File: src/sgd_pkg.sv
// sizes are fixed for 8 samples of 4-bit features per line; num_blocks of 0 selects all 16 words
package sgd_pkg;

    //////////////////////////////////////////////////
    // batch geometry
    //////////////////////////////////////////////////

    // one line = one bit plane of 8 features for 8 samples
    localparam int num_samples     = 8;
    localparam int feats_per_block = 8;
    localparam int plane_bits      = 4;
    localparam int plane_w         = $clog2(plane_bits);
    localparam int line_w          = num_samples * feats_per_block;

    // model words and arithmetic
    localparam int val_w      = 32;
    localparam int word_w     = feats_per_block * val_w;
    localparam int blk_depth  = 16;
    localparam int blk_addr_w = $clog2(blk_depth);

    // buffering, replay holds a full 16-block batch
    localparam int in_fifo_depth      = 16;
    localparam int replay_fifo_depth  = blk_depth * plane_bits;
    localparam int almost_full_margin = 4;

    typedef logic [line_w-1:0]       line_t;
    typedef logic signed [val_w-1:0] val_t;
    typedef logic [word_w-1:0]       word_t;
    typedef logic [blk_addr_w-1:0]   blk_addr_t;
    typedef logic [plane_w-1:0]      plane_t;

    //////////////////////////////////////////////////
    // fsm states
    //////////////////////////////////////////////////

    typedef enum logic [1:0] {
        dp_idle,
        dp_run,
        dp_drain,
        dp_wait_update
    } dot_state_t;

    typedef enum logic [2:0] {
        gu_idle,
        gu_read_x,
        gu_accumulate,
        gu_write_x,
        gu_done
    } grad_state_t;

endpackage

File: src/model_store.sv
`timescale 1ns/100ps
// no reset here; host_rd_en must be held low for 2 clocks before host_rd_valid is trusted
module model_store
    import sgd_pkg::*;
(
    input  logic      clk,
    input  logic      host_wr_en,
    input  blk_addr_t host_addr,
    input  word_t     host_wr_data,
    input  logic      host_rd_en,
    output word_t     host_rd_data,
    output logic      host_rd_valid,
    input  logic      dp_rd_en,
    input  blk_addr_t dp_rd_addr,
    input  logic      gu_rd_en,
    input  blk_addr_t gu_rd_addr,
    output word_t     eng_rd_data,
    input  logic      gu_wr_en,
    input  blk_addr_t gu_wr_addr,
    input  word_t     gu_wr_data
);

    word_t     mem [blk_depth];
    logic      wr_en;
    blk_addr_t wr_addr;
    word_t     wr_data;
    logic      rd_en;
    blk_addr_t rd_addr;
    logic      host_rd_q;

    //////////////////////////////////////////////////
    // port selection
    //////////////////////////////////////////////////

    always_comb
    begin
        // host writes only while the engine is idle
        wr_en   = host_wr_en || gu_wr_en;
        wr_addr = host_wr_en ? host_addr : gu_wr_addr;
        wr_data = host_wr_en ? host_wr_data : gu_wr_data;
        // engine units first, host readback last
        rd_en   = dp_rd_en || gu_rd_en || host_rd_en;
        if (dp_rd_en)
            rd_addr = dp_rd_addr;
        else if (gu_rd_en)
            rd_addr = gu_rd_addr;
        else
            rd_addr = host_addr;
    end

    // read data holds until the next read
    always_ff @(posedge clk)
    begin
        if (wr_en)
            mem[wr_addr] <= wr_data;
        if (rd_en)
            eng_rd_data <= mem[rd_addr];
    end

    // extra stage on the host side, 2 cycle readback
    always_ff @(posedge clk)
    begin
        host_rd_q     <= host_rd_en;
        host_rd_valid <= host_rd_q;
        if (host_rd_q)
            host_rd_data <= eng_rd_data;
    end

    // dot and gradient phases never overlap
    assert property (@(posedge clk) !(dp_rd_en && gu_rd_en));

endmodule

File: config.mk
export PLATFORM = sky130hd
export DESIGN_NAME = model_store
export DESIGN_NICKNAME = d
export VERILOG_FILES = /design/src/sgd_pkg.sv /design/src/model_store.sv
export SDC_FILE = /design/constraint.sdc
export NUM_CORES = 2
export LEC_CHECK = 0
export BUFFER_PORTS_ARGS = -buffer_cell sky130_fd_sc_hd__buf_2
export CAP_MARGIN = 20
export CORE_MARGIN = 4
export CORE_UTILIZATION = 45
export DETAILED_ROUTE_END_ITERATION = 10
export GPL_ROUTABILITY_DRIVEN = 0
export GPL_TIMING_DRIVEN = 0
export PLACE_DENSITY = 0.6
export REMOVE_ABC_BUFFERS = 1
export SETUP_SLACK_MARGIN = 0.5
export SLEW_MARGIN = 20
export SYNTH_ARGS = -nofsm -noshare
export SYNTH_HDL_FRONTEND = slang
export SYNTH_SLANG_ARGS = --single-unit
File: constraint.sdc
create_clock -name clk -period 18.1 [get_ports clk]
set_input_delay 0.905 -clock clk [delete_from_list [all_inputs] [get_ports clk]]
set_output_delay 0.905 -clock clk [all_outputs]
set_load 0.005 [all_outputs]
Word-level counts from Yosys, hierarchy flattened
Memories as Yosys holds them, arrays and structs flattened. A register that Yosys moved wholly into a read port is not among the register bits.
Cells that the tools add are included.
Storage, ports and cells
  register bits after elaboration: 258
  bits in writable memories: 4096
  input port bits: 534
  output and inout port bits: 513
  word-level logic and storage cells: 13
  memories: 1
Memory list
  mem: words 16, width 256, rd ports 1, clocked after memory_dff 1, write ports 1, line model_store.sv:23  | word_t mem [blk_depth];
Operators by class
  muxes and demuxes: 6
  reduce and logical (&&, ||, !) cells: 3
Operator list (number)
  256-bit 2-to-1 mux: 1
  4-bit 2-to-1 mux: 3
  1-bit logical OR: 3
  1-bit 2-to-1 mux: 2

Longest topological paths before layout
  word-level depth: 3
  depth in mapped cells: 11

Worst setup path after synthesis
OpenSTA, ideal clock, no wires.
  kind: input port to flip-flop
  from: in host_wr_en
  to: mem mem[0][0] in the netlist's numbering (enable)
  setup time: 879 ps
  arrival time: 12569 ps
  data required time: 17221 ps
  path slack: 4653 ps
  cell stages on the path: 5
  buffers on the path: 3
  cell sequence: clkbuf_1 > clkbuf_1 > buf_1 > a22oi_1 > nor2_1
Between the ends
  cells in the longest elaborated chain, start to end: 3
  elaborated cells between the ends (all ways): 4
  classes of those cells: mux: 3; reduce/logical: 1
Ends and longest elaborated chain
  start, declared: line model_store.sv:7  | input logic host_wr_en,
  1-bit logical OR: line model_store.sv:38  | wr_en = host_wr_en || gu_wr_en;
  1-bit 2-to-1 mux: line model_store.sv:54  | if (wr_en)
  1-bit 2-to-1 mux (not written as such): line model_store.sv:55  | mem[wr_addr] <= wr_data;
  end, declared: line model_store.sv:23
Parallel ways exist; a longest one is shown, timed or not.

Final worst setup path
  from: in dp_rd_en
  to: reg eng_rd_data[23], read port of mem (data pin)
Between the ends
  cells in the longest elaborated chain, start to end: 2
  elaborated cells between the ends (all ways): 3
  classes of those cells: mux: 1; reduce/logical: 2
Ends and longest elaborated chain
  start, declared: line model_store.sv:13  | input logic dp_rd_en,
  1-bit logical OR (2 in a row): line model_store.sv:42  | rd_en = dp_rd_en || gu_rd_en || host_rd_en;
  end, declared: line model_store.sv:17  | output word_t eng_rd_data,
Parallel ways exist; a longest one is shown, timed or not.
A chain may end at the register's enable or synchronous reset.

==> metrics.md <==
| Metric | Value |
|---|---|
| Status | `completed` |
| Die width | `659 µm` |
| Synthesis-to-layout area growth | `21.1%` |
| Reg2reg end | `host_rd_data[114]` |
| # port buffers | `1046` |
| Clock-pin transition on the worst setup and hold timing paths | `roughly 0.060 ns` |
| Switching fraction of total power | `between 20 and 25%` |
| CTS root buffer | `clkbuf_16` |
| Multi-input logic area | `~43000 µm²` |
| TritonRoute pass-1 iters | `6` |
| RSZ-0062 raised after global routing | `no` |
| Filler instances | `~33000` |
| Warnings from Yosys | `0` |
| Vias in the first global route | `125287` |
| Vias | `between 100k and 150k` |
| Fin nets | `between 10000 and 15000` |
| Hold path depth | `2` |
| Worst Hold Class | `input port to flip-flop` |
| Slew @ Worst Pin | `roughly 1.1 ns` |
| Yosys top cell area share | `between 70 and 80%` |
| Largest family of logic cells by synthesized area | `compound AO/OA/AOI/OAI gates` |
| Fmax | `0.139 GHz` |
| Worst-path fanout max | `~170` |
| Cells after Synth | `about 13000` |
| I/O pins | `approximately 1000` |
| Hold EP | `mem[3][221]` |
| Yosys reg bits | `around 4600` |
| H-Tree Depth | `5` |
| PD cells | `approximately 110 nW/µm²` |
| Sequential cell area | `138000 µm²` |
| Sequential share of the synthesized area | `72.6%` |
| Layout cells sized above 1 | `about 23%` |
| Final antenna-violating net count | `0` |
| Clock Latency Late Sink | `just over 1 ns` |
| Largest net degree at the start of global routing | `181` |
| Setup TNS | `0 ns` |
| Placed Area | `about 220000 µm²` |
| Row cnt | `between 200 and 250` |
| Worst vdd ir | `about 0.000094 V` |
| Cell with the most instances after synthesis | `edfxtp_1` |
| Vias per Instance | `6.22` |
| Max-cap violations | `0` |
| Min Tclk post-route | `between 7 and 8 ns` |
| DR DRC count | `0` |
| Overflow after GRT | `0` |
| Total track usage | `between 20% and 30%` |
| Reg2reg path depth | `3` |
| Hold_ws | `~0.43 ns` |
| Post-CTS Hold Fix Bufs | `1` |
| First-pass GRT wire length | `846000 µm` |
| EDFF count, synth | `4608` |
| Core ar. | `~420000 µm²` |
| Clock Skews | `0.0628 ns` |
| Synth Flop Type | `edfxtp_1` |
| Post-Synth XOR/XNOR Area | `0%` |
| Hold Vio Cnt, Final | `0` |
| Final setup fails | `0` |
| Total Wirelength | `just under 600000 µm` |
| WS Path Type | `input port to flip-flop` |
| Reg2Reg Setup Slack | `16.11 ns` |
| P_sw | `slightly above 6 mW` |
| Data arrival, critical path | `about 8 ns` |
| Drt wl/cell | `~30 µm` |
| Die Area | `between 400000 and 500000 µm²` |
| Startpoint Class | `input port` |
| Origin of the critical flop-to-flop path | `host_rd_q` |
| Share of synthesized registers carrying an async set or reset | `0%` |
| Initial DRC Count | `between 10000 and 15000` |
| HP Start | `host_wr_data[221]` |
| Compound-Gate Fraction of Synth Area | `15.5%` |
| Setup Fix Bufs, Post-CTS | `0` |
| Simple-gate share of the synthesized area | `under 10%` |
| Worst Path Required | `roughly 19 ns` |
| Clk sinks | `4610` |
| Mux cell area share after synthesis | `between 5 and 6%` |
| Hpwl dp | `between 300000 and 400000 µm` |
| Post-route design area | `around 230000 µm²` |
| Combinational power share | `between 10 and 15%` |
| CTS buffer count | `about 480` |
| Netlist cell types | `38` |
| Element type at the critical path end | `flip-flop` |
| Max Buffers Root-to-Sink | `4` |
| Antenna violations before repair | `9` |
| Clk network pwr share | `around two fifths` |
| Sequential share of power | `about 51%` |
| Synth area leader | `edfxtp_1` |
| Syn Area/Cell | `15.2 µm²` |
| Slew margin rel. | `a little under a quarter` |
| Cts repair resizes | `0` |
| CTS tree | `done` |
| Die H | `approximately 660 µm` |
| Synth Area in Adders | `0%` |
| Post-Synthesis Cell Area | `191000 µm²` |
| Starting Density | `between 40% and 50%` |
| Period utilization | `about 40%` |
| Int Power | `between 15 and 20 mW` |
| Leak | `just under 80 nW` |
| Top post-synthesis cells by area | `edfxtp_1 (73%), o211ai_1 (12%), mux2_2 (4.2%)` |
| Most frequent cells after synthesis | `edfxtp_1 (4608), o211ai_1 (2998), inv_1 (1181), clkbuf_1 (805), mux2_2 (708)` |
| Fin. max-slew vios | `0` |
placed cells by master, fill, tap and decap left out, types with 134 or more instances in the layout:
cell type / synthesis / layout
edfxtp_1: 4608 / 4608
nor4_1: 134 / 134
buf_16: 0 / 450
a211oi_1: 161 / 161
inv_1: 1181 / 1181
mux2_2: 708 / 707
buf_12: 0 / 218
buf_2: 286 / 1044
clkbuf_16: 0 / 479
o211ai_1: 2998 / 2998
a21oi_1: 650 / 650
mux2i_1: 174 / 172
per-stage QoR:
step	utilization (%)	power [mW]	setup slack [ns]	cells
2_1_floorplan	-	14.6	-71.57	11405
3_3_place_gp	47.1	16.3	-466.60	18091
3_5_place_dp	51.2	15.6	10.21	18784
4_1_cts	54.8	25.2	11.30	19660
5_1_grt	54.8	25.8	10.97	19661
6_report	54.8	25.0	10.93	19663
worst max-delay path by stage:
stage	startpoint	end	slack, ns	depth (start not counted)
final	dp_rd_en	eng_rd_data[23]	10.93	18
after global placement	dp_rd_en	eng_rd_data[1]	-466.60	5
after detailed placement	dp_rd_en	eng_rd_data[23]	10.21	18
after floorplan	dp_rd_en	eng_rd_data[105]	-71.57	5
after global routing	dp_rd_en	eng_rd_data[23]	10.97	18
after CTS	dp_rd_en	eng_rd_data[23]	11.30	18
flip-flops by register name (all words and copies together), names as in the netlist:
register and cells:
eng_rd_data 256, host_rd_data 256, host_rd_q 1, host_rd_valid 1, mem 4096
worst max-delay path: stages:
cell	delay (ns)
buf_12	0.13
buf_16	0.24
buf_16	0.34
nand2b_4	0.72
buf_16	0.32
buf_16	0.28
buf_16	0.28
buf_12	0.27
o21a_4	0.68
buf_12	0.30
buf_16	0.29
buf_16	0.28
buf_12	0.26
buf_16	0.29
nand2_4	0.40
buf_16	0.36
o221a_2	0.35
a211oi_1	0.40
cell families after synthesis:
| logic type | Yosys count |
|---|---|
| flip-flops | 4610 |
| AO/OA/AOI/OAI | 4140 |
| buffers and inverters | 2330 |
| multiplexers | 885 |
| AND/OR/NAND/NOR | 589 |
power groups by stage:
stage	logic, mW	clock network (mW)	registers (mW)
final	2.76	9.56	12.7
after detailed placement	2.75	0	12.9
after global placement	3.19	0	13.1
after CTS	2.76	9.74	12.7
after global routing	2.92	10.2	12.7
after floorplan	1.72	0	12.9
routing by layer:
layer	part of all wire (%)	vias to the layer above	GRT usage, %
li1	-	52335	-
met1	39	63012	33.9
met2	49	5776	44.2
met3	7.4	1160	3.62
met4	4.2	0	10.3
met5	0	-	0
final cells by class:
class | count | share of cell area (%)
flip-flops and latches | 4610 | 60.0
multi-input cells | 5614 | 18.8
repair buffers | 1740 | 9.70
clock buffers | 586 | 5.37
well taps | 5640 | 3.06
inverters | 1181 | 1.92
clock inverters | 289 | 1.20
diodes | 3 | 0.00325
No activity file was read; power rests on OpenSTA's default activity.
